<file path="src/vgaText_defs.svh">
`ifndef VGA_TEXT_DEFS_SVH
`define VGA_TEXT_DEFS_SVH

// horizontal raster, in pixel clocks
`define VGA_LINE_COLS    800 // whole line
`define VGA_ACTIVE_COLS  640 // visible pixels
`define VGA_HSYNC_START  656 // end of front porch
`define VGA_HSYNC_STOP   720 // start of back porch

// vertical raster, in lines
`define VGA_FRAME_ROWS   501 // whole frame
`define VGA_ACTIVE_ROWS  480 // visible lines
`define VGA_VSYNC_START  483 // end of front porch
`define VGA_VSYNC_STOP   487 // start of back porch

// character grid and glyph cell
`define TEXT_COLS        64
`define TEXT_ROWS        32
`define FONT_COLS        10 // pixels per glyph row
`define FONT_ROWS        15 // glyph rows shown per cell

// raster position to video bit, in clocks
`define VGA_PIPE_DEPTH   3

`endif

</file>
<file path="src/vgaScanPkg.sv">
`default_nettype none

`include "vgaText_defs.svh"

package vgaScanPkg;

  typedef logic [$clog2(`VGA_LINE_COLS)-1:0] hCount_t; // 0 .. 799
  typedef logic [$clog2(`VGA_FRAME_ROWS)-1:0] vCount_t; // 0 .. 500

  typedef enum logic [3:0] {
    sActive = 4'd0, // line states
    sHFront = 4'd1,
    sHSync  = 4'd2,
    sHBack  = 4'd3,
    sVFront = 4'd4, // frame states
    sVSync  = 4'd5,
    sVBack  = 4'd6,
    sInit   = 4'd7  // one cycle after reset
  } scanState_t;

endpackage

`default_nettype wire

</file>
<file path="src/rangeCounter.sv">
`timescale 1ns/100ps
`default_nettype none

module rangeCounter #(
  parameter int minValue = 0,
  parameter int maxValue = 255,
  localparam int countWidth = $clog2(maxValue + 1)
) (
  input  logic                  clk,
  input  logic                  reset,
  input  logic                  en,
  output logic [countWidth-1:0] count,
  output logic                  wrap
);

  logic atMax;

  assign atMax = (count == countWidth'(maxValue));
  assign wrap  = en && atMax; // last enabled step before going back to min

  always_ff @(posedge clk) begin
    if (reset) begin
      count <= countWidth'(minValue);
    end else if (en) begin
      if (atMax) begin
        count <= countWidth'(minValue);
      end else begin
        count <= count + 1'b1;
      end
    end
  end

endmodule

`default_nettype wire

</file>
<file path="src/scanTiming.sv">
`timescale 1ns/100ps
`default_nettype none

`include "vgaText_defs.svh"

module scanTiming (
  input  logic                clk,
  input  logic                reset,
  output vgaScanPkg::hCount_t hCount,
  output vgaScanPkg::vCount_t vCount,
  output logic                lineWrap,
  output logic                frameWrap,
  output logic                scanActive,
  output logic                hsyncRaw,
  output logic                vsyncRaw
);
  import vgaScanPkg::*;

  scanState_t state;

  logic initState;
  logic activeEnd;    // last visible pixel of a line
  logic hFrontEnd;    // last pixel before hsync
  logic hSyncEnd;     // last pixel of hsync
  logic lastActLine;
  logic vFrontEnd;
  logic vSyncEnd;
  logic lastLine;

  assign initState = (state == sInit);

  // pixel counter runs every clock, line counter steps at each line end
  rangeCounter #(
    .minValue(0),
    .maxValue(`VGA_LINE_COLS - 1)
  ) hCounter (
    .clk  (clk),
    .reset(reset || initState),
    .en   (1'b1),
    .count(hCount),
    .wrap (lineWrap)
  );

  rangeCounter #(
    .minValue(0),
    .maxValue(`VGA_FRAME_ROWS - 1)
  ) vCounter (
    .clk  (clk),
    .reset(reset || initState),
    .en   (lineWrap),
    .count(vCount),
    .wrap (frameWrap)
  );

  // compares one step ahead so the state lines up with the counters
  assign activeEnd   = (hCount == `VGA_ACTIVE_COLS - 1);
  assign hFrontEnd   = (hCount == `VGA_HSYNC_START - 1);
  assign hSyncEnd    = (hCount == `VGA_HSYNC_STOP - 1);
  assign lastActLine = (vCount == `VGA_ACTIVE_ROWS - 1);
  assign vFrontEnd   = (vCount == `VGA_VSYNC_START - 1);
  assign vSyncEnd    = (vCount == `VGA_VSYNC_STOP - 1);
  assign lastLine    = (vCount == `VGA_FRAME_ROWS - 1);

  always_ff @(posedge clk) begin
    if (reset) begin
      state <= sInit;
    end else begin
      case (state)
        sActive: begin
          if (activeEnd) state <= sHFront;
        end
        sHFront: begin
          if (hFrontEnd) state <= sHSync;
        end
        sHSync: begin
          if (hSyncEnd) state <= sHBack;
        end
        sHBack: begin
          if (lineWrap) state <= lastActLine ? sVFront : sActive;
        end
        sVFront: begin
          if (lineWrap && vFrontEnd) state <= sVSync;
        end
        sVSync: begin
          if (lineWrap && vSyncEnd) state <= sVBack;
        end
        sVBack: begin
          // rejoin the line states at the hsync of the final line
          if (lastLine && hFrontEnd) state <= sHSync;
        end
        sInit: begin
          state <= sActive;
        end
        default: begin
          state <= sInit;
        end
      endcase
    end
  end

  assign scanActive = (state == sActive);

  // syncs straight from the counters, active high
  assign hsyncRaw = (hCount >= `VGA_HSYNC_START) && (hCount < `VGA_HSYNC_STOP);
  assign vsyncRaw = (vCount >= `VGA_VSYNC_START) && (vCount < `VGA_VSYNC_STOP);

endmodule

`default_nettype wire

</file>
<file path="config.mk">
export PLATFORM = sky130hd
export DESIGN_NAME = scanTiming
export DESIGN_NICKNAME = d
export VERILOG_FILES = /design/src/vgaScanPkg.sv /design/src/rangeCounter.sv /design/src/scanTiming.sv
export VERILOG_INCLUDE_DIRS = /design/src
export SDC_FILE = /design/constraint.sdc
export NUM_CORES = 1
export LEC_CHECK = 0
export BUFFER_PORTS_ARGS = -buffer_cell sky130_fd_sc_hd__buf_2
export CAP_MARGIN = 20
export CORE_MARGIN = 5
export CORE_UTILIZATION = 35
export DETAILED_ROUTE_END_ITERATION = 6
export PLACE_DENSITY = 0.52
export SLEW_MARGIN = 20
export SYNTH_ARGS = -nofsm -noshare
export SYNTH_HDL_FRONTEND = slang
export SYNTH_SLANG_ARGS = --single-unit
</file>
<file path="constraint.sdc">
create_clock -name clk -period 2.55 [get_ports clk]
set_input_delay 0.255 -clock clk [delete_from_list [all_inputs] [get_ports clk]]
set_output_delay 0.255 -clock clk [all_outputs]
set_load 0.01 [all_outputs]
</file>
## Word level (Yosys, flattened, before mapping)

Index checks and enable logic that the tools add are counted.

| word-level totals | value |
|---|---|
| bits in registers | 23 |
| bits of input ports | 2 |
| word-level logic and storage cells | 51 |

| cells by class | value |
|---|---|
| magnitude comparators | 4 |
| add/subtract/negate cells | 2 |
| reduce and logical (&&, ||, !) cells | 10 |
| multiplexer cells | 10 |
| equality and inequality tests | 22 |

Operators with widths:

| cell | count |
|---|---|
| $eq A10 B10 Y1 const B | 4 |
| $eq A9 B9 Y1 const B | 4 |
| $pmux W4 S8 | 1 |
| $mux W4 | 7 |
| $eq A4 B3 Y1 const B | 4 |
| $ne A2 B2 Y1 const B | 6 |
| $add A10 B1 Y10 const B | 1 |
| $ge A10 B10 Y1 const B | 1 |
| $lt A10 B10 Y1 const B | 1 |
| $add A9 B1 Y9 const B | 1 |
| $ge A9 B9 Y1 const B | 1 |
| $lt A9 B9 Y1 const B | 1 |
| $mux W9 | 1 |
| $eq A4 B2 Y1 const B | 2 |
| $reduce_and A7 Y1 | 1 |
| $logic_and A1 B1 Y1 | 6 |
| $eq A4 B1 Y1 const B | 1 |
| $logic_not A4 Y1 | 1 |
| $mux W3 | 1 |
| $ne A2 B1 Y1 const B | 1 |
| $reduce_or A2 Y1 | 1 |
| $logic_or A1 B1 Y1 | 1 |

## Logic depth before layout (Yosys ltp)

| logic depth | value |
|---|---|
| word-level depth | 4 |
| gate-level depth with buffers | 7 |
| mapped depth without buffers | 7 |

## Cells and area by module

From an unflattened synthesis, not the netlist that was laid out.

| second synthesis, totals | value |
|---|---|
| cells, all modules | 154 |
| area, all modules | 1322.5 µm² |

By module, submodules not included:

| module | instances | area an instance (µm²) | cells each | sequential area each (µm²) |
|---|---|---|---|---|
| rangeCounter at hCounter | 1 | 486.7 | 54 | 200.2 |
| rangeCounter at vCounter | 1 | 457.9 | 52 | 180.2 |
| scanTiming | 1 | 377.9 | 48 | 60.1 |

## Worst setup path before layout

Ideal clock, no wire load.

| timing path | value |
|---|---|
| kind | register to register |
| from | register hCounter.count[0] |
| to | register vCounter.count[0] |
| stages on the path, launching flop included | 8 |
| setup time | 125 ps |
| path slack | 770 ps |
| buffers on the path | 1 |
| clock period less this slack | 1780 ps |
| data arrival time | 1655 ps |
| cell sequence | dfxtp_1 -> ha_1 -> and4_1 -> and4_1 -> buf_4 -> inv_1 -> o21ai_2 -> nor2_1 |

| between the ends | value |
|---|---|
| cells in the longest elaborated chain, start to end | 1 |

Ends and longest elaborated chain:

| item | line | source |
|---|---|---|
| from (decl) | rangeCounter.sv:12 | `output logic [countWidth-1:0] count,` |
| from (signal assigned) | rangeCounter.sv:23 | `count <= countWidth'(minValue);` |
| from (signal assigned) | rangeCounter.sv:26 | `count <= countWidth'(minValue);` |
| from (signal assigned) | rangeCounter.sv:28 | `count <= count + 1'b1;` |
| $eq A10 B10 Y1 | rangeCounter.sv:18 | `assign atMax = (count == countWidth'(maxValue));` |
| net lineWrap | scanTiming.sv:11 | `output logic lineWrap,` |
| to (signal assigned) | rangeCounter.sv:23 |  |
| to (signal assigned) | rangeCounter.sv:26 |  |
| to (signal assigned) | rangeCounter.sv:28 |  |
| to (decl) | rangeCounter.sv:12 |  |

The timed path passes the listed nets, and every way through them passes these cells.
A chain may end at the register's enable or synchronous reset.

## Worst setup path after layout

| timing path | value |
|---|---|
| from | register hCounter.count[0] |
| to | output port frameWrap |

| between the ends | value |
|---|---|
| cells in the longest elaborated chain, start to end | 2 |

Ends and longest elaborated chain:

| item | line | source |
|---|---|---|
| $eq A10 B10 Y1 | rangeCounter.sv:18 |  |
| $logic_and A1 B1 Y1 | rangeCounter.sv:19 | `assign wrap = en && atMax;` |
| to (decl) | scanTiming.sv:12 | `output logic frameWrap,` |

No other way between the ends.

==> results.sh <==
export IMPL_status="completed"
export IMPL_path_max_fanout=11
export IMPL_min_period_over_period_pct=89.18
export IMPL_die_x_um=69.67
export IMPL_ir_drop_uv=202.8
export IMPL_design_area_um2=1444
export IMPL_grt_first_pass_wirelength_um=4912
export IMPL_synthArstFlopShare_pct=0
export IMPL_gr_usage_met1_pct=17.95
export IMPL_synth_top_family_by_area="simple AND/OR/NAND/NOR gates"
export IMPL_rsz0062_at_grt="no"
export IMPL_synth_top_area_cell="dfxtp_1"
export IMPL_synth_xor_area_share_pct=11.24
export IMPL_layout_common_cells="26 x nor2_1, 25 x buf_2, 22 x dfxtp_1, 11 x nand2_1, 10 x and3_1"
export IMPL_ioPinCount=26
export IMPL_syn_area_um2=1246
export IMPL_synth_top_area_share_pct=35.34
export IMPL_fin_setup_tns_ns=0
export IMPL_io_buffers=25
export IMPL_grt_antenna_before_repair=0
export IMPL_min_from="reset"
export IMPL_grt_pass1_vias=1029
export IMPL_muxShareOfSynthArea_pct=1.606
export IMPL_drive_gt1_share_pct=21.14
export IMPL_start_util_pct=36.77
export IMPL_post_route_drc_count=0
export IMPL_core_um2=3390
export IMPL_path_clk_slew_ns=0.14
export IMPL_wire_per_inst_um=13.36
export IMPL_cellPowerDensity_nw_per_um2=459.3
export IMPL_overflow=0
export IMPL_synthCells=149
export IMPL_vias=1120
export IMPL_clock_fmax_ghz=0.4397
export IMPL_clockRootBuffer="clkbuf_4"
export IMPL_die_h_um=69.67
export IMPL_synth_fp_nets=156
export IMPL_cts_sinks=22
export IMPL_gp_congestion=0.7903
export IMPL_synth_cell_types=40
export IMPL_fp_row_count=21
export IMPL_cts_tree="yes"
export IMPL_slew_headroom_pct=73.96
export IMPL_cp_required_ns=2.30
export IMPL_wl_um=2953
export IMPL_clockBufferDepth=2
export IMPL_synth_edf_count=0
export IMPL_reg2reg_depth=6
export IMPL_yosys_register_bits=22
export IMPL_via_per_inst=5.068
export IMPL_area_growth_pct=15.86
export IMPL_synthAdderAreaFrac_pct=5.020
export IMPL_nets=183
export IMPL_critical_path_startpoint="hCounter.count[0]"
export IMPL_n_antenna_cell=0
export IMPL_drt_iter0_markers=81
export IMPL_final_hold_viol_count=0
export IMPL_setup_violations=0
export IMPL_tightest_slew_ns=0.3876
export IMPL_grt_usage_pct=12.28
export IMPL_holdPathStages=2
export IMPL_final_common_cell="nor2_1"
export IMPL_worstSetupEndpointType="output port"
export IMPL_cp_start_kind="register"
export IMPL_whs_endpoint="state[1]"
export IMPL_synth_simple_area_share_pct=33.23
export IMPL_yosysWarnings=0
export IMPL_dpl_cell_area_um2=1406
export IMPL_htree_levels=1
export IMPL_r2r_start="hCounter.count[0]"
export IMPL_hp_class="input port to register"
export IMPL_grt_start_max_net_pins=13
export IMPL_firstDrtPassIters=4
export IMPL_hpwlAfterDp_um=2232
export IMPL_drv_cap=0
export IMPL_rrSetupSlack_ns=0.56
export IMPL_postCtsSetupBuffers=0
export IMPL_post_route_min_period_ns=2.274
export IMPL_fin_util_pct=42.60
export IMPL_r2r_end="vCounter.count[4]"
export IMPL_numCtsBuffers=3
export IMPL_synth_flop_cell="dfxtp_1"
export IMPL_ys_seq_area_share_pct=35.34
export IMPL_slew_violations=0
export IMPL_finalClockSkew_ns=0.01543
export IMPL_grt_busiest_layer="met1"
export IMPL_synth_compound_area_share_pct=9.337
export IMPL_drtAntennaViolNets=0
export IMPL_die_area_um2=4854
export IMPL_leakagePower_uw=0.0006067
export IMPL_setup_worst_path_class="register to output port"
export IMPL_grt_use_met2_pct=17.80
export IMPL_yosys_top_cells_area="dfxtp_1 35%, nor2_1 7.8%, xor2_1 6.3%, and3_1 5.0%, ha_1 5.0%"
export IMPL_met3_usage_pct=2.174
export IMPL_power_uw=663.1
export IMPL_synth_avg_cell_area_um2=8.364
export IMPL_arrival_ns=2.02
export IMPL_clock_latency_ns=0.32
final cells by class:
class / count / area (um^2)
clock buffers: 4 / 36.28
fillers: 346 / 1946
inverters: 8 / 30.03
multi-input cells: 116 / 754.5
flip-flops and latches: 22 / 440.4
well taps: 46 / 57.56
repair buffers: 25 / 125.1
kinds of logic (layout without fill, tap and decap cells):
family,count (synthesis),in the layout
compound gates,15,15
xor+xnor,16,16
fa+ha+maj,5,5
buf+inv,11,37
flops,22,22
mux,2,2
simple gates,78,78
flip-flops by register name (all words and copies together) (netlist names):
signal	cells
vCounter.count	9
state	3
hCounter.count	10
worst max-delay path, cell delays in order, from the launching register on:
cell and delay, ns:
dfxtp_1 0.42, ha_1 0.25, and4_1 0.27, and4_2 0.40, inv_1 0.13, nor2_1 0.11, buf_2 0.14
how the worst max path moves through the flow:
stage / endpoint / slack, ns / cells past startpoint
global placement: vCounter.count[5] / 0.58 / 6
CTS: frameWrap / 0.16 / 6
finish: frameWrap / 0.28 / 6
detailed placement: vCounter.count[4] / 0.48 / 6
floorplan: vCounter.count[0] / 0.77 / 7
global route: frameWrap / 0.13 / 6
routing by layer:
metal,vias up,part of all wire (%)
met2,21,43
met5,-,0
met3,2,3.9
met1,520,52
li1,577,-
met4,0,0.78
cells in the mapped netlist, types with 2 or more instances:
library cell  number
nor4bb_1           2
nand2_1           11
xor2_1             9
xnor2_1            7
ha_1               5
o21ai_0            3
nand3_1            7
dfxtp_1           22
nor3_1             4
nor2_1            26
nand4_1            3
nor4b_1            2
and3_1            10
mux2i_1            2
and4_1             2
o211ai_1           2
nand2b_1           2
inv_1              8
power by group:
| group | switching [uW] | leakage, uW | internal (uW) | total [uW] |
|---|---|---|---|---|
| combinational | 46.3 | 0.000407 | 35.7 | 82.0 |
| clock | 111 | 0.0000210 | 87.2 | 198 |
| sequential | 25.1 | 0.000179 | 358 | 383 |
| total | 182 | 0.000607 | 481 | 663 |
metrics by stage:
| step | setup slack [ns] | hold WS, ns | instances |
|---|---|---|---|
| after floorplan | 0.7696 | 0.3543 | 149 |
| after global routing | 0.1267 | 0.1940 | 221 |
| after global placement | 0.5826 | 0.4533 | 217 |
| after detailed placement | 0.4766 | 0.4580 | 217 |
| final | 0.2758 | 0.1907 | 221 |
| after CTS | 0.1571 | 0.1907 | 221 |
timing repair:
action                                 in CTS  in global routing
hold buffers                                0                  0
setup endpoints to repair                   0                  1
endpoints found under the hold margin       0                  0
resized for setup                           0                  1
Note: power is estimated with default switching activity, not from simulation.
