--- src/vgaText_defs.svh ---
`ifndef VGA_TEXT_DEFS_SVH
`define VGA_TEXT_DEFS_SVH

// horizontal raster, in pixel clocks
`define VGA_LINE_COLS    800 // whole line
`define VGA_ACTIVE_COLS  640 // visible pixels
`define VGA_HSYNC_START  656 // end of front porch
`define VGA_HSYNC_STOP   720 // start of back porch

// vertical raster, in lines
`define VGA_FRAME_ROWS   501 // whole frame
`define VGA_ACTIVE_ROWS  480 // visible lines
`define VGA_VSYNC_START  483 // end of front porch
`define VGA_VSYNC_STOP   487 // start of back porch

// character grid and glyph cell
`define TEXT_COLS        64
`define TEXT_ROWS        32
`define FONT_COLS        10 // pixels per glyph row
`define FONT_ROWS        15 // glyph rows shown per cell

// raster position to video bit, in clocks
`define VGA_PIPE_DEPTH   3

`endif

--- src/vgaScanPkg.sv ---
`default_nettype none

`include "vgaText_defs.svh"

package vgaScanPkg;

  typedef logic [$clog2(`VGA_LINE_COLS)-1:0] hCount_t; // 0 .. 799
  typedef logic [$clog2(`VGA_FRAME_ROWS)-1:0] vCount_t; // 0 .. 500

  typedef enum logic [3:0] {
    sActive = 4'd0, // line states
    sHFront = 4'd1,
    sHSync  = 4'd2,
    sHBack  = 4'd3,
    sVFront = 4'd4, // frame states
    sVSync  = 4'd5,
    sVBack  = 4'd6,
    sInit   = 4'd7  // one cycle after reset
  } scanState_t;

endpackage

`default_nettype wire

--- src/vgaTextPkg.sv ---
`default_nettype none

`include "vgaText_defs.svh"

package vgaTextPkg;

  typedef logic [7:0] charCode_t;

  // row * 64 + column
  typedef logic [$clog2(`TEXT_COLS * `TEXT_ROWS)-1:0] textAddr_t;

  // code * 16 + glyph row, glyph row 15 never displayed
  typedef logic [$bits(charCode_t) + $clog2(`FONT_ROWS)-1:0] fontAddr_t;

  typedef logic [`FONT_COLS-1:0] glyphRow_t; // bit 0 is leftmost

endpackage

`default_nettype wire

--- src/rangeCounter.sv ---
`timescale 1ns/100ps
`default_nettype none

module rangeCounter #(
  parameter int minValue = 0,
  parameter int maxValue = 255,
  localparam int countWidth = $clog2(maxValue + 1)
) (
  input  logic                  clk,
  input  logic                  reset,
  input  logic                  en,
  output logic [countWidth-1:0] count,
  output logic                  wrap
);

  logic atMax;

  assign atMax = (count == countWidth'(maxValue));
  assign wrap  = en && atMax; // last enabled step before going back to min

  always_ff @(posedge clk) begin
    if (reset) begin
      count <= countWidth'(minValue);
    end else if (en) begin
      if (atMax) begin
        count <= countWidth'(minValue);
      end else begin
        count <= count + 1'b1;
      end
    end
  end

endmodule

`default_nettype wire

--- src/glyphFetch.sv ---
`timescale 1ns/100ps
`default_nettype none

`include "vgaText_defs.svh"

module glyphFetch (
  input  logic                  clk,
  input  logic                  reset,
  input  vgaScanPkg::hCount_t   hCount,
  input  vgaScanPkg::vCount_t   vCount,
  input  logic                  lineWrap,
  input  logic                  frameWrap,
  input  logic                  scanActive,
  input  logic                  hsyncRaw,
  input  logic                  vsyncRaw,
  output vgaTextPkg::textAddr_t textRdAddr,
  input  vgaTextPkg::charCode_t charCode,
  output vgaTextPkg::fontAddr_t fontRdAddr,
  input  vgaTextPkg::glyphRow_t glyphRow,
  output logic                  video,
  output logic                  hsync,
  output logic                  vsync,
  output logic                  dataEnable
);
  import vgaTextPkg::*;

  logic [$clog2(`FONT_COLS)-1:0] fontCol;
  logic [$clog2(`FONT_ROWS)-1:0] fontRow;
  logic [$clog2(`TEXT_COLS)-1:0] textCol;
  logic [$clog2(`TEXT_COLS)-1:0] fetchCol;
  logic [$clog2(`TEXT_ROWS)-1:0] textRow;
  logic fontColWrap;
  logic textColWrap;
  logic fontRowWrap;
  logic cellStart;
  logic loadGlyph;
  glyphRow_t pixels;
  logic [`VGA_PIPE_DEPTH-1:0] activePipe;
  logic [`VGA_PIPE_DEPTH-1:0] hsyncPipe;
  logic [`VGA_PIPE_DEPTH-1:0] vsyncPipe;

  rangeCounter #(.minValue(0), .maxValue(`FONT_COLS - 1)) fontColCnt (
    .clk(clk), .reset(reset || lineWrap), .en(scanActive),
    .count(fontCol), .wrap(fontColWrap)
  );
  rangeCounter #(.minValue(0), .maxValue(`TEXT_COLS - 1)) textColCnt (
    .clk(clk), .reset(reset || lineWrap), .en(fontColWrap),
    .count(textCol), .wrap(textColWrap)
  );

  // rows step when the visible part of a line ends, so the blank
  // interval already fetches with the next line's row
  rangeCounter #(.minValue(0), .maxValue(`FONT_ROWS - 1)) fontRowCnt (
    .clk(clk), .reset(reset || frameWrap),
    .en(textColWrap && (vCount < `VGA_ACTIVE_ROWS)),
    .count(fontRow), .wrap(fontRowWrap)
  );
  rangeCounter #(.minValue(0), .maxValue(`TEXT_ROWS - 1)) textRowCnt (
    .clk(clk), .reset(reset || frameWrap), .en(fontRowWrap),
    .count(textRow), .wrap()
  );

  // prefetch the cell after the current one; column 0 during the
  // last cell and the blank, ready for the next line
  always_comb begin
    if (scanActive && (hCount < `VGA_ACTIVE_COLS - `FONT_COLS)) begin
      fetchCol = textCol + 1'b1;
    end else begin
      fetchCol = '0;
    end
  end

  assign textRdAddr = {textRow, fetchCol};
  assign fontRdAddr = {charCode, fontRow}; // charCode is a registered RAM output

  assign cellStart = scanActive && (fontCol == '0);

  always_ff @(posedge clk) begin
    if (reset) begin
      loadGlyph <= 1'b0;
    end else begin
      loadGlyph <= cellStart; // glyph row valid one cycle after the cell starts
    end
  end

  always_ff @(posedge clk) begin
    if (loadGlyph) begin
      pixels <= glyphRow;
    end else begin
      pixels <= pixels >> 1; // next pixel to the left edge
    end
  end

  // delay active and syncs to meet the video bit
  always_ff @(posedge clk) begin
    if (reset) begin
      activePipe <= '0;
      hsyncPipe  <= '0;
      vsyncPipe  <= '0;
      video      <= 1'b0;
    end else begin
      activePipe <= {activePipe[`VGA_PIPE_DEPTH-2:0], scanActive};
      hsyncPipe  <= {hsyncPipe[`VGA_PIPE_DEPTH-2:0], hsyncRaw};
      vsyncPipe  <= {vsyncPipe[`VGA_PIPE_DEPTH-2:0], vsyncRaw};
      video      <= pixels[0] && activePipe[`VGA_PIPE_DEPTH-2];
    end
  end

  assign dataEnable = activePipe[`VGA_PIPE_DEPTH-1];
  assign hsync      = hsyncPipe[`VGA_PIPE_DEPTH-1];
  assign vsync      = vsyncPipe[`VGA_PIPE_DEPTH-1];

endmodule

`default_nettype wire

--- config.mk ---
export PLATFORM = sky130hd
export DESIGN_NAME = glyphFetch
export DESIGN_NICKNAME = d
export VERILOG_FILES = /design/src/vgaScanPkg.sv /design/src/vgaTextPkg.sv /design/src/rangeCounter.sv /design/src/glyphFetch.sv
export VERILOG_INCLUDE_DIRS = /design/src
export SDC_FILE = /design/constraint.sdc
export NUM_CORES = 1
export LEC_CHECK = 0
export BUFFER_PORTS_ARGS = -buffer_cell sky130_fd_sc_hd__buf_2
export CAP_MARGIN = 20
export CORE_MARGIN = 2
export CORE_UTILIZATION = 29
export DETAILED_ROUTE_END_ITERATION = 10
export PLACE_DENSITY = 0.53
export RECOVER_POWER = 25
export SYNTH_ARGS = -nofsm -noshare
export SYNTH_HDL_FRONTEND = slang
export SYNTH_HIERARCHICAL = 1
export SYNTH_SLANG_ARGS = --single-unit
--- constraint.sdc ---
create_clock -name clk -period 6 [get_ports clk]
set_input_delay 0.3 -clock clk [delete_from_list [all_inputs] [get_ports clk]]
set_output_delay 0.3 -clock clk [all_outputs]
set_load 0.01 [all_outputs]
### Word level (Yosys, flattened, before mapping)

Index checks and enable logic that the tools add are counted.

| operators by class | value |
|---|---|
| add/subtract/negate cells | 4 |
| order comparisons | 2 |
| equality and inequality tests | 4 |
| multiplexer cells | 6 |
| reduce and logical (&&, ||, !) cells | 10 |

Operator list:

| kind | count |
|---|---|
| $mux 6 | 2 |
| $lt 10x10->1 const B | 1 |
| $lt 9x9->1 const B | 1 |
| $mux 9 | 1 |
| $add 4x1->4 const B | 2 |
| $eq 4x4->1 const B | 2 |
| $mux 4 | 2 |
| $logic_and 1x1->1 | 7 |
| $add 6x1->6 const B | 1 |
| $eq 6x6->1 const B | 1 |
| $add 5x1->5 const B | 1 |
| $eq 5x5->1 const B | 1 |
| $mux 5 | 1 |
| $logic_not 4->1 | 1 |
| $logic_or 1x1->1 | 2 |

| storage, ports and cells | value |
|---|---|
| register bits | 40 |
| input port bits | 44 |
| output and inout bits | 27 |
| word-level logic and storage cells | 37 |

### Logic depth before layout (Yosys ltp)

Gate-level depths: netlist of the first run.

| logic depth | value |
|---|---|
| depth in word-level cells | 5 |
| depth in mapped cells | 12 |
| depth with buffers taken out | 11 |

### Modules after synthesis

The synthesis of the first run kept the hierarchy.

Modules (own cells, without submodules):

| module | instances | cells an instance | area each (µm²) | sequential area each (µm²) |
|---|---|---|---|---|
| glyphFetch | 1 | 78 | 829.5 | 420.4 |
| rangeCounter (textColCnt) | 1 | 26 | 256.5 | 120.1 |
| rangeCounter (textRowCnt) | 1 | 24 | 251.5 | 100.1 |
| rangeCounter (fontColCnt) | 1 | 21 | 187.7 | 80.1 |
| rangeCounter (fontRowCnt) | 1 | 23 | 183.9 | 80.1 |

### Worst setup path before layout of the first run

No wires, ideal clock.

| timing path | value |
|---|---|
| kind | flip-flop to flip-flop |
| start | register fontColCnt.count[0] |
| end | register textRowCnt.count[3] |
| library setup time | 0.119 ns |
| arrival time | 2.913 ns |
| data required time | 5.881 ns |
| setup slack | 2.968 ns |
| stages on the path, launching flop included | 13 |
| path buffers | 1 |
| clock period less this slack | 3.032 ns |
| cells stage by stage | dfxtp_1 -> nand2_2 -> nor4b_1 -> nand4_1 -> nor2_1 -> inv_1 -> a41oi_1 -> nand2_1 -> nor3_1 -> buf_6 -> nand4_2 -> xor2_1 -> nor3_2 |

| between the ends | value |
|---|---|
| longest elaborated chain between the ends | 5 |

RTL lines:

| element | RTL line | source |
|---|---|---|
| from (decl) | rangeCounter.sv:12 | `output logic [countWidth-1:0] count,` |
| from (signal assigned) | rangeCounter.sv:23 | `count <= countWidth'(minValue);` |
| from (signal assigned) | rangeCounter.sv:26 | `count <= countWidth'(minValue);` |
| from (signal assigned) | rangeCounter.sv:28 | `count <= count + 1'b1;` |
| $eq 4x4->1 | rangeCounter.sv:18 | `assign atMax = (count == countWidth'(maxValue));` |
| $logic_and 1x1->1 | rangeCounter.sv:19 | `assign wrap = en && atMax;` |
| via fontColWrap | glyphFetch.sv:32 | `logic fontColWrap;` |
| $logic_and 1x1->1 | rangeCounter.sv:19 |  |
| via textColWrap | glyphFetch.sv:33 | `logic textColWrap;` |
| $logic_and 1x1->1 | glyphFetch.sv:55 | `` .en(textColWrap && (vCount < `VGA_ACTIVE_ROWS)), `` |
| $logic_and 1x1->1 | rangeCounter.sv:19 |  |
| via fontRowWrap | glyphFetch.sv:34 | `logic fontRowWrap;` |
| to (signal assigned) | rangeCounter.sv:23 |  |
| to (signal assigned) | rangeCounter.sv:26 |  |
| to (signal assigned) | rangeCounter.sv:28 |  |
| to (decl) | rangeCounter.sv:12 |  |

The timed path passes the listed nets, and every way through them passes these cells.
A chain may end at the register's enable or synchronous reset.

### Final worst setup path of the first run

Same ends and word-level chain as after synthesis.

==> impl_metrics.env, run 1 <==
export IMPL_status="finished, final reports clean"
export IMPL_num_antenna_cells=0
export IMPL_yosysTopAreaCell="dfxtp_1"
export IMPL_die_w_um=80.8
export IMPL_areaGrowthSynthToFinish_pct=20.9
export IMPL_grt_antenna_before_repair=0
export IMPL_core_area_um2=5610
export IMPL_drt_antenna_violating_nets=0
export IMPL_avgSynthCellArea_um2=9.94
export IMPL_fmax_mhz=248
export IMPL_cp_start_kind="register"
export IMPL_grt_pass1_vias=1157
export IMPL_grt_pass1_wl_um=4910
export IMPL_synth_cells_most_frequent="dfxtp_1, nor2_1, mux2_2, nor2b_1, buf_4"
export IMPL_yosysSeqAreaShare_pct=46.9
export IMPL_async_flop_share_pct=0
export IMPL_synth_cells=172
export IMPL_max_stage_delay_ns=0.81
export IMPL_drt_total_wl_um=3040
export IMPL_start_util_pct=30.5
export IMPL_p_leak_nw=0.878
export IMPL_die_y_um=80.8
export IMPL_clock_latency_ns=0.28
export IMPL_place_congestion=0.742
export IMPL_rsz0062_at_grt="no"
export IMPL_critical_path_required_ns=6.17
export IMPL_cts_tree="done"
export IMPL_worstSetupEndpointType="register"
export IMPL_synth_seq_cells=40
export IMPL_dieArea_um2=6520
export IMPL_ys_flop_type="dfxtp_1"
export IMPL_path_cells="nand2_2 > nor4b_1 > nand4_1 > nor2_1 > inv_1 > a41oi_1 > nand2_1 > nor3_1 > nand4_2 > xor2_1 > nor3_2"
export IMPL_clockRootBuffer="clkbuf_8"
export IMPL_cpMaxStageDelayCell="nor4b_1"
export IMPL_p_seq_share_pct=54.4
export IMPL_vias=1285
export IMPL_relSlewSlack_pct=33.9
export IMPL_arrival_ns=4.19
export IMPL_post_route_min_period_ns=4.02
export IMPL_p_switching_mw=0.0994
export IMPL_nNetsFinal=264
export IMPL_slew_viol_final=0
export IMPL_skew_ns=0.00349
export IMPL_grt_max_degree=13
export IMPL_nFillCells=605
export IMPL_synth_most_common_cell="dfxtp_1"
export IMPL_sw_frac_of_total_pct=19.2
export IMPL_setup_viol=0
export IMPL_wl_per_cell_um=10.5
export IMPL_cts_reportedPaths_clkPinSlew_ns=0.07
export IMPL_drive_gt1_share_pct=34.1
export IMPL_synth_nets=220
export IMPL_drt_first_pass_iters=4
export IMPL_worst_path_max_fanout=7
export IMPL_hold_violations=0
export IMPL_gr_total_overflow=0
export IMPL_hold_buffers=0
export IMPL_worstMarginPinSlew_ns=0.978
export IMPL_pin_count=71
export IMPL_drtIter0Drc=19
export IMPL_path_buf_inv=1
export IMPL_drv_cap=0
export IMPL_cts_sinks=40
export IMPL_cts_resized=0
export IMPL_yosysTopAreaCellShare_pct=46.9
export IMPL_place_hpwl_um=2310
export IMPL_drc_errors=0
export IMPL_finalCritPeriodShare_pct=67.1
export IMPL_power_share_clock_pct=40.0
export IMPL_place_port_buffers=48
export IMPL_grt_use_total_pct=9.66
export IMPL_postCtsSetupBuffers=0
export IMPL_p_per_area_nw_per_um2=251
export IMPL_viasPerCell=4.45
export IMPL_synth_edf_count=0
export IMPL_cts_made_buffers=5
export IMPL_yosysWarnings=6
export IMPL_hp_class="input port to register"
export IMPL_row_count=27
export IMPL_cp_top_family="simple AND/OR/NAND/NOR gates"
export IMPL_ctsHtreeMaxLevel=2
export IMPL_tns_ns=0
export IMPL_clk_path_buf_depth=2
export IMPL_internal_power_mw=0.419
export IMPL_hold_slack_ns=0.223
export IMPL_combinationalPowerShare_pct=5.7
export IMPL_synth_cell_type_count=40
export IMPL_critical_path_class="register to register"
export IMPL_vdd_drop_max_v=0.0000809
export IMPL_syn_cell_area_um2=1710
export IMPL_ys_top_cells_by_area="dfxtp_1, mux2_2, nor2_1"
[area by class of cell]
type / count / area [um^2] / share of cell area (%)
multi-input combinational: 117 / 813 / 39.4
clock buffer: 6 / 72.6 / 3.51
timing repair buffer: 48 / 239 / 11.6
sequential: 40 / 801 / 38.8
inverter: 4 / 15.0 / 0.727
clock inverter: 2 / 35.0 / 1.70
tap: 72 / 90.1 / 4.36
[metal layers]
metal	GRT usage, %	part of all wire (%)	wire length (um)	vias to the layer above
met5	0	0	0	-
li1	-	-	-	663
met4	3.73	0.92	28	0
met3	3.56	6.9	210	2
met2	16.0	46	1390	39
met1	11.4	46	1410	581
[placed cells by master (no fill, tap or decap), types with 2 or more instances in the layout]
cell type and count:
ha_1 4, dfxtp_1 40, clkbuf_1 2, inv_1 4
xnor2_1 4, nor3_1 3, buf_2 47, or3_1 2
mux2i_1 5, a21oi_2 2, and2b_1 3, and2_1 4
xor2_1 7, mux2_2 9, o21ai_1 2, nand2_1 7
nor2_1 19, clkbuf_8 5, o21ai_0 7, nor2b_1 9
or2_2 2, nand4_1 2, nand3_1 4, nand4_2 2
a21oi_1 6
[registers in the layout, summed over array words and instances, names as in the netlist]
register	count
textColCnt/count	6
fontRowCnt/count	4
pixels	10
fontColCnt/count	4
activePipe	3
textRowCnt/count	5
vsyncPipe	3
video	1
hsyncPipe	3
loadGlyph	1
[worst reg2reg max path, delay by kind of cell, from the launching register on]
kind,cells,cell delay (ns)
compound gates,1,0.48
xor+xnor,1,0.21
buf+inv,1,0.11
flops,1,0.42
simple gates,8,2.70
[path summary, 6_finish.rpt]
| path | startpoint | to | slack (ns) | cells past startpoint |
|---|---|---|---|---|
| worst max-delay path | fontColCnt/count[0]$_SDFFE_PP0P_ | textRowCnt/count[3]$_SDFFE_PP0P_ | 1.98 | 11 |
| worst min register to register | pixels[0]$_DFF_P_ | video$_SDFF_PP0_ | 0.43 | 1 |
| worst max register to register | fontColCnt/count[0]$_SDFFE_PP0P_ | textRowCnt/count[3]$_SDFFE_PP0P_ | 1.98 | 11 |
| worst min-delay path | glyphRow[9] | pixels[9]$_SDFF_PN0_ | 0.22 | 2 |
[power by group through the flow]
stage | Clock [mW] | Combinational [mW] | Sequential, mW
5_1_grt | 0.230 | 0.0331 | 0.283
2_1_floorplan | 0 | 0.0232 | 0.286
6_report | 0.207 | 0.0293 | 0.282
3_5_place_dp | 0 | 0.0302 | 0.288
3_3_place_gp | 0 | 0.0296 | 0.288
4_1_cts | 0.219 | 0.0303 | 0.282
[metrics by stage]
stage | area [um^2] | cells | setup WS [ns] | total power, mW | util (%)
2_1_floorplan | 1710 | 172 | 2.97 | 0.310 | -
3_3_place_gp | 1960 | 281 | 1.95 | 0.318 | 34.9
3_5_place_dp | 1960 | 281 | 1.88 | 0.319 | 34.9
4_1_cts | 2070 | 289 | 1.90 | 0.531 | 36.9
5_1_grt | 2070 | 289 | 1.51 | 0.546 | 36.8
6_report | 2070 | 289 | 1.98 | 0.519 | 36.8
[cells by family after synthesis]
kind of cell,Yosys count,synth area share [%]
multiplexers,14,8.86
AND/OR/NAND/NOR,67,22.5
adder cells (fa/ha/maj),4,2.93
buffers and inverters,15,5.56
flip-flops,40,46.9
AO/OA/AOI/OAI,21,7.61
XOR/XNOR,11,5.64
(Power assumes the default switching activity.)
==> inputs of run 2 (changes only) <==
- ABC_AREA: not set -> 1
- PLACE_DENSITY: 0.53 -> 0.52
- clock period: 6 -> 4 ns (I/O delays scaled with it)
==> run 2 against run 1 <==
Against the previous run:
- first-iteration DRC count grew to 2.6 times the previous value
- combinational power grew 69%
- critical path type unchanged
- cell area grew 3.5%
- non-clock buffer count is the same
- utilization shrank 0.95 points
==> impl_metrics.env, run 2 <==
export IMPL_p_seq_share_pct=59.0
export IMPL_internal_power_mw=0.563
export IMPL_arrival_ns=2.73
export IMPL_grt_pass1_wl_um=5160
export IMPL_reg2reg_depth=17
export IMPL_grt_antenna_before_repair=0
export IMPL_p_per_area_nw_per_um2=335
export IMPL_p_leak_nw=1.05
export IMPL_drtIter0Drc=50
export IMPL_gr_total_overflow=0
export IMPL_critical_path_required_ns=4.18
export IMPL_areaGrowthSynthToFinish_pct=18.8
export IMPL_clockRootBuffer="clkbuf_8"
export IMPL_drt_total_wl_um=3090
export IMPL_ctsHtreeMaxLevel=2
export IMPL_place_hpwl_um=2390
export IMPL_vdd_drop_max_v=0.000124
export IMPL_pin_count=71
export IMPL_holdPathStages=3
export IMPL_hold_violations=0
export IMPL_r2r_start="fontColCnt/count[0]$_SDFFE_PP0P_"
export IMPL_row_count=28
export IMPL_drc_errors=0
export IMPL_sw_frac_of_total_pct=21.4
export IMPL_reg2reg_slack_ns=1.45
export IMPL_cts_sinks=40
export IMPL_tns_ns=0
export IMPL_hold_buffers=0
export IMPL_path_buf_inv=3
export IMPL_crit_top_cell="nand2_1"
export IMPL_relSlewSlack_pct=68.9
export IMPL_setup_viol=0
export IMPL_min_to="pixels[9]$_SDFF_PN0_"
export IMPL_dieArea_um2=6850
export IMPL_clk_path_buf_depth=2
export IMPL_vias=1494
export IMPL_grt_use_total_pct=9.91
export IMPL_worstHoldStart="glyphRow[9]"
export IMPL_worstSetupEndpointType="register"
export IMPL_drv_cap=0
export IMPL_power_share_clock_pct=34.1
export IMPL_syn_cell_area_um2=1800
export IMPL_critical_path_class="register to register"
export IMPL_cts_made_buffers=5
export IMPL_rsz0062_at_grt="no"
export IMPL_die_w_um=82.8
export IMPL_drive_gt1_share_pct=28.7
export IMPL_start_util_pct=30.2
export IMPL_cpMaxStageDelayCell="dfxtp_1"
export IMPL_reg_top3="pixels x10, textColCnt/count x6, textRowCnt/count x5"
export IMPL_largest_reg_flops=10
export IMPL_cts_resized=0
export IMPL_postCtsSetupBuffers=0
export IMPL_place_port_buffers=48
export IMPL_regMostFlops="pixels"
export IMPL_cts_reportedPaths_clkPinSlew_ns=0.07
export IMPL_nNetsFinal=327
export IMPL_p_switching_mw=0.153
export IMPL_utilization_pct=35.9
export IMPL_num_antenna_cells=0
export IMPL_worstMarginPinSlew_ns=0.467
export IMPL_viasPerCell=4.22
export IMPL_die_y_um=82.8
export IMPL_fmax_mhz=393
export IMPL_cp_top_family="simple AND/OR/NAND/NOR gates"
export IMPL_cts_tree="done"
export IMPL_yosysWarnings=6
export IMPL_skew_ns=0.00277
export IMPL_post_route_min_period_ns=2.55
export IMPL_synth_nets=282
export IMPL_cp_start_kind="register"
export IMPL_final_cell_mix="buf_2, nand2_1, dfxtp_1"
export IMPL_core_area_um2=5960
export IMPL_synth_cells=234
export IMPL_place_congestion=0.734
export IMPL_status="finished, final reports clean"
export IMPL_path_cells="nand2_2 > nor2_2 > nand2_1 > inv_1 > nand3_1 > nor2_1 > inv_1 > a41oi_1 > nand2_1 > nor2_2 > nand2_1 > inv_1 > nand2_2 > nor2_2 > nand2_1 > nand2_1 > nor2_1"
export IMPL_drt_antenna_violating_nets=0
export IMPL_clock_latency_ns=0.28
export IMPL_final_common_cell="buf_2"
export IMPL_combinationalPowerShare_pct=6.9
export IMPL_grt_max_degree=13
export IMPL_hold_slack_ns=0.0976
export IMPL_drt_first_pass_iters=4
export IMPL_worst_path_max_fanout=7
export IMPL_r2r_end="textRowCnt/count[3]$_SDFFE_PP0P_"
export IMPL_wl_per_cell_um=8.73
export IMPL_hp_class="input port to register"
export IMPL_slew_viol_final=0
export IMPL_grt_pass1_vias=1242
export IMPL_max_stage_delay_ns=0.38
export IMPL_finalCritPeriodShare_pct=63.7
export IMPL_avgSynthCellArea_um2=7.69
-- run 2: final cells by class --
| type | instances | area [um^2] |
|---|---|---|
| multi-input cells | 146 | 783 |
| fillers | 660 | 3820 |
| clock buffers | 6 | 72.6 |
| clock inverters | 1 | 5.00 |
| flip-flops and latches | 40 | 801 |
| inverters | 38 | 143 |
| well taps | 75 | 93.8 |
| repair buffers | 48 | 239 |
-- run 2: worst max path at each step --
| stage | start | end | cells past startpoint |
|---|---|---|---|
| after floorplan | fontColCnt/count[0]$_SDFFE_PP0P_ | textRowCnt/count[3]$_SDFFE_PP0P_ | 17 |
| after global placement | fontColCnt/count[0]$_SDFFE_PP0P_ | textRowCnt/count[3]$_SDFFE_PP0P_ | 17 |
| after detailed placement | fontColCnt/count[0]$_SDFFE_PP0P_ | textRowCnt/count[3]$_SDFFE_PP0P_ | 17 |
| after CTS | fontColCnt/count[0]$_SDFFE_PP0P_ | textRowCnt/count[3]$_SDFFE_PP0P_ | 17 |
| after global routing | fontColCnt/count[0]$_SDFFE_PP0P_ | textRowCnt/count[3]$_SDFFE_PP0P_ | 17 |
| final | fontColCnt/count[0]$_SDFFE_PP0P_ | textRowCnt/count[3]$_SDFFE_PP0P_ | 17 |
-- run 2: tightest hold or removal path: cells and delay by family --
family,cells,cell delay [ns]
buf+inv,2,0.12
simple gates,1,0.04
-- run 2: through the flow --
| stage | power [mW] | instance area (um^2) | cells | setup slack [ns] |
|---|---|---|---|---|
| floorplan | 0.470 | 1800 | 234 | 1.82 |
| global placement | 0.481 | 2060 | 347 | 1.46 |
| detailed placement | 0.483 | 2060 | 347 | 1.45 |
| CTS | 0.732 | 2140 | 354 | 1.43 |
| global route | 0.758 | 2140 | 354 | 1.12 |
| finish | 0.716 | 2140 | 354 | 1.45 |
-- run 2: power by group through the flow --
stage / combinational (mW) / clock, mW / sequential [mW]
2_1_floorplan: 0.0404 / 0 / 0.430
3_3_place_gp: 0.0495 / 0 / 0.432
3_5_place_dp: 0.0507 / 0 / 0.432
4_1_cts: 0.0509 / 0.259 / 0.423
5_1_grt: 0.0567 / 0.277 / 0.424
6_report: 0.0494 / 0.244 / 0.423
-- run 2: metal layers --
layer | up-vias | track usage [%] | part of all wire (%)
met2 | 44 | 15.2 | 42
li1 | 801 | - | -
met1 | 643 | 12.3 | 49
met3 | 6 | 3.04 | 6.8
met4 | 0 | 5.41 | 2.3
met5 | - | 0 | 0
==> inputs of run 3 (changes only) <==
- PLACE_DENSITY: 0.52 -> 0.54
- clock period: 4 -> 2.2 ns (I/O delays scaled with it)
==> run 3 against run 2 <==
Against the previous run:
- combinational power is 83% higher
- die area unchanged
- clock skew rose by 0.0020 ns
- utilization increased by 1.3 points
- count of clock-buffer cells in the layout increased by 2
- total power up 87%
- sequential power grew 82%
- cell area up 3.7%
- fmax rose by 31%
- largest power group unchanged
- highest routed layer unchanged
==> impl_metrics.env, run 3 (synthesized netlist as in run 2, its figures left out) <==
export IMPL_drive_gt1_share_pct=31.5
export IMPL_r2r_start="fontColCnt/count[0]$_SDFFE_PP0P_"
export IMPL_place_port_buffers=48
export IMPL_p_per_area_nw_per_um2=606
export IMPL_grt_antenna_before_repair=0
export IMPL_clock_latency_ns=0.28
export IMPL_hp_class="input port to register"
export IMPL_hold_slack_ns=0.0106
export IMPL_worstMarginPinSlew_ns=0.428
export IMPL_fmax_mhz=516
export IMPL_critical_path_class="register to register"
export IMPL_p_leak_nw=1.08
export IMPL_rsz0062_at_grt="no"
export IMPL_final_common_cell="buf_2"
export IMPL_reg_top3="pixels x10, textColCnt/count x6, textRowCnt/count x5"
export IMPL_die_y_um=82.8
export IMPL_setup_viol=0
export IMPL_num_antenna_cells=0
export IMPL_hold_violations=0
export IMPL_vias=1477
export IMPL_finalNonFillerCells=361
export IMPL_drt_total_wl_um=3030
export IMPL_drt_first_pass_iters=4
export IMPL_wl_per_cell_um=8.40
export IMPL_setup_ws_ns=0.261
export IMPL_die_w_um=82.8
export IMPL_slew_viol_final=0
export IMPL_vdd_drop_max_v=0.000262
export IMPL_drt_antenna_violating_nets=0
export IMPL_nNetsFinal=333
export IMPL_row_count=28
export IMPL_drv_cap=0
export IMPL_clockRootBuffer="clkbuf_8"
export IMPL_arrival_ns=2.12
export IMPL_placed_cells=352
export IMPL_grt_pass1_wl_um=5240
export IMPL_tns_ns=0
export IMPL_finalCritPeriodShare_pct=88.1
export IMPL_place_worst_setup_slack_ns=0.0615
export IMPL_areaGrowthSynthToFinish_pct=23.2
export IMPL_drtIter0Drc=49
export IMPL_relSlewSlack_pct=71.4
export IMPL_place_congestion=0.728
export IMPL_worstSetupEndpointType="register"
export IMPL_cp_start_kind="register"
export IMPL_drc_errors=0
export IMPL_critical_path_required_ns=2.38
export IMPL_cts_tree="done"
export IMPL_cts_reportedPaths_clkPinSlew_ns=0.07
export IMPL_largest_reg_flops=10
export IMPL_gr_total_overflow=0
export IMPL_cts_made_buffers=5
export IMPL_place_hpwl_um=2330
export IMPL_final_cell_mix="buf_2, nand2_1, nor2_1, dfxtp_1, inv_1"
export IMPL_utilization_pct=37.2
export IMPL_worst_path_max_fanout=6
export IMPL_start_util_pct=30.2
export IMPL_status="finished, final reports clean"
export IMPL_skew_ns=0.00479
export IMPL_post_route_min_period_ns=1.94
export IMPL_clk_path_buf_depth=2
export IMPL_grt_pass1_vias=1313
export IMPL_pin_count=71
export IMPL_core_area_um2=5960
export IMPL_worstHoldStart="glyphRow[9]"
export IMPL_regMostFlops="pixels"
export IMPL_grt_max_degree=13
export IMPL_grt_use_total_pct=9.89
export IMPL_cp_startpoint="fontColCnt/count[0]$_SDFFE_PP0P_"
export IMPL_dieArea_um2=6850
export IMPL_cts_sinks=40
export IMPL_viasPerCell=4.09
export IMPL_ctsHtreeMaxLevel=2
export IMPL_hold_buffers=0
## run 3: changes by cell type in the layout (fill, tap and decap cells not counted), sizes merged
cell / previous run / this run
clkbuf: 7 / 9
clkinv: 1 / 0
buf: 47 / 53
## run 3: final cells by class
| class | instances | area, um^2 |
|---|---|---|
| clock buffers | 8 | 90.1 |
| well taps | 75 | 93.8 |
| repair buffers | 54 | 284 |
| flip-flops and latches | 40 | 805 |
| inverters | 38 | 145 |
| multi-input cells | 146 | 798 |
| fillers | 626 | 3740 |
## run 3: what timing repair did
item,4_1_cts,5_1_grt
resized for setup,0,7
buffers inserted,0,1
hold endpoints to repair,0,0
endpoints found under the setup margin,0,5
## run 3: per-layer routing
metal / global-route usage, % / up-vias / share of wire, % / wire length [um]
li1: - / 816 / - / -
met1: 12.3 / 621 / 49 / 1480
met2: 15.6 / 36 / 43 / 1290
met3: 2.28 / 4 / 6.8 / 206
met4: 5.74 / 0 / 1.9 / 57
met5: 0 / - / 0 / 0
## run 3: final timing paths
kind / end / slack, ns / depth (start not counted)
setup / recovery: textRowCnt/count[3]$_SDFFE_PP0P_ / 0.26 / 17
hold / removal: pixels[9]$_SDFF_PN0_ / 0.01 / 3
setup reg to reg: textRowCnt/count[3]$_SDFFE_PP0P_ / 0.26 / 17
hold reg to reg: activePipe[1]$_SDFF_PP0_ / 0.40 / 2
## run 3: per-stage QoR
| step | cell area [um^2] | total power [mW] |
|---|---|---|
| floorplan | 1800 | 0.855 |
| global placement | 2100 | 0.875 |
| detailed placement | 2100 | 0.877 |
| CTS | 2190 | 1.37 |
| global route | 2220 | 1.42 |
| finish | 2220 | 1.34 |
## run 3: critical path, cell delays in order, from the launching register on
cell and delay (ns):
dfxtp_4 0.36, nand2_2 0.09, nor2_4 0.09, nand2_1 0.07, inv_1 0.06, nand3_1 0.09, nor2_1 0.10, inv_1 0.06
a41oi_2 0.17, nand2_1 0.08, nor2_2 0.17, nand2_2 0.09, inv_4 0.09, nand2_2 0.05, nor2_2 0.12, nand2_1 0.06
nand2_1 0.05, nor2_1 0.03
## run 3: where the power goes
group | total, mW | switching (mW) | internal, mW
clock network | 0.483 | 0.228 | 0.256
registers | 0.768 | 0.0117 | 0.757
logic | 0.0904 | 0.0392 | 0.0512
total | 1.34 | 0.279 | 1.06
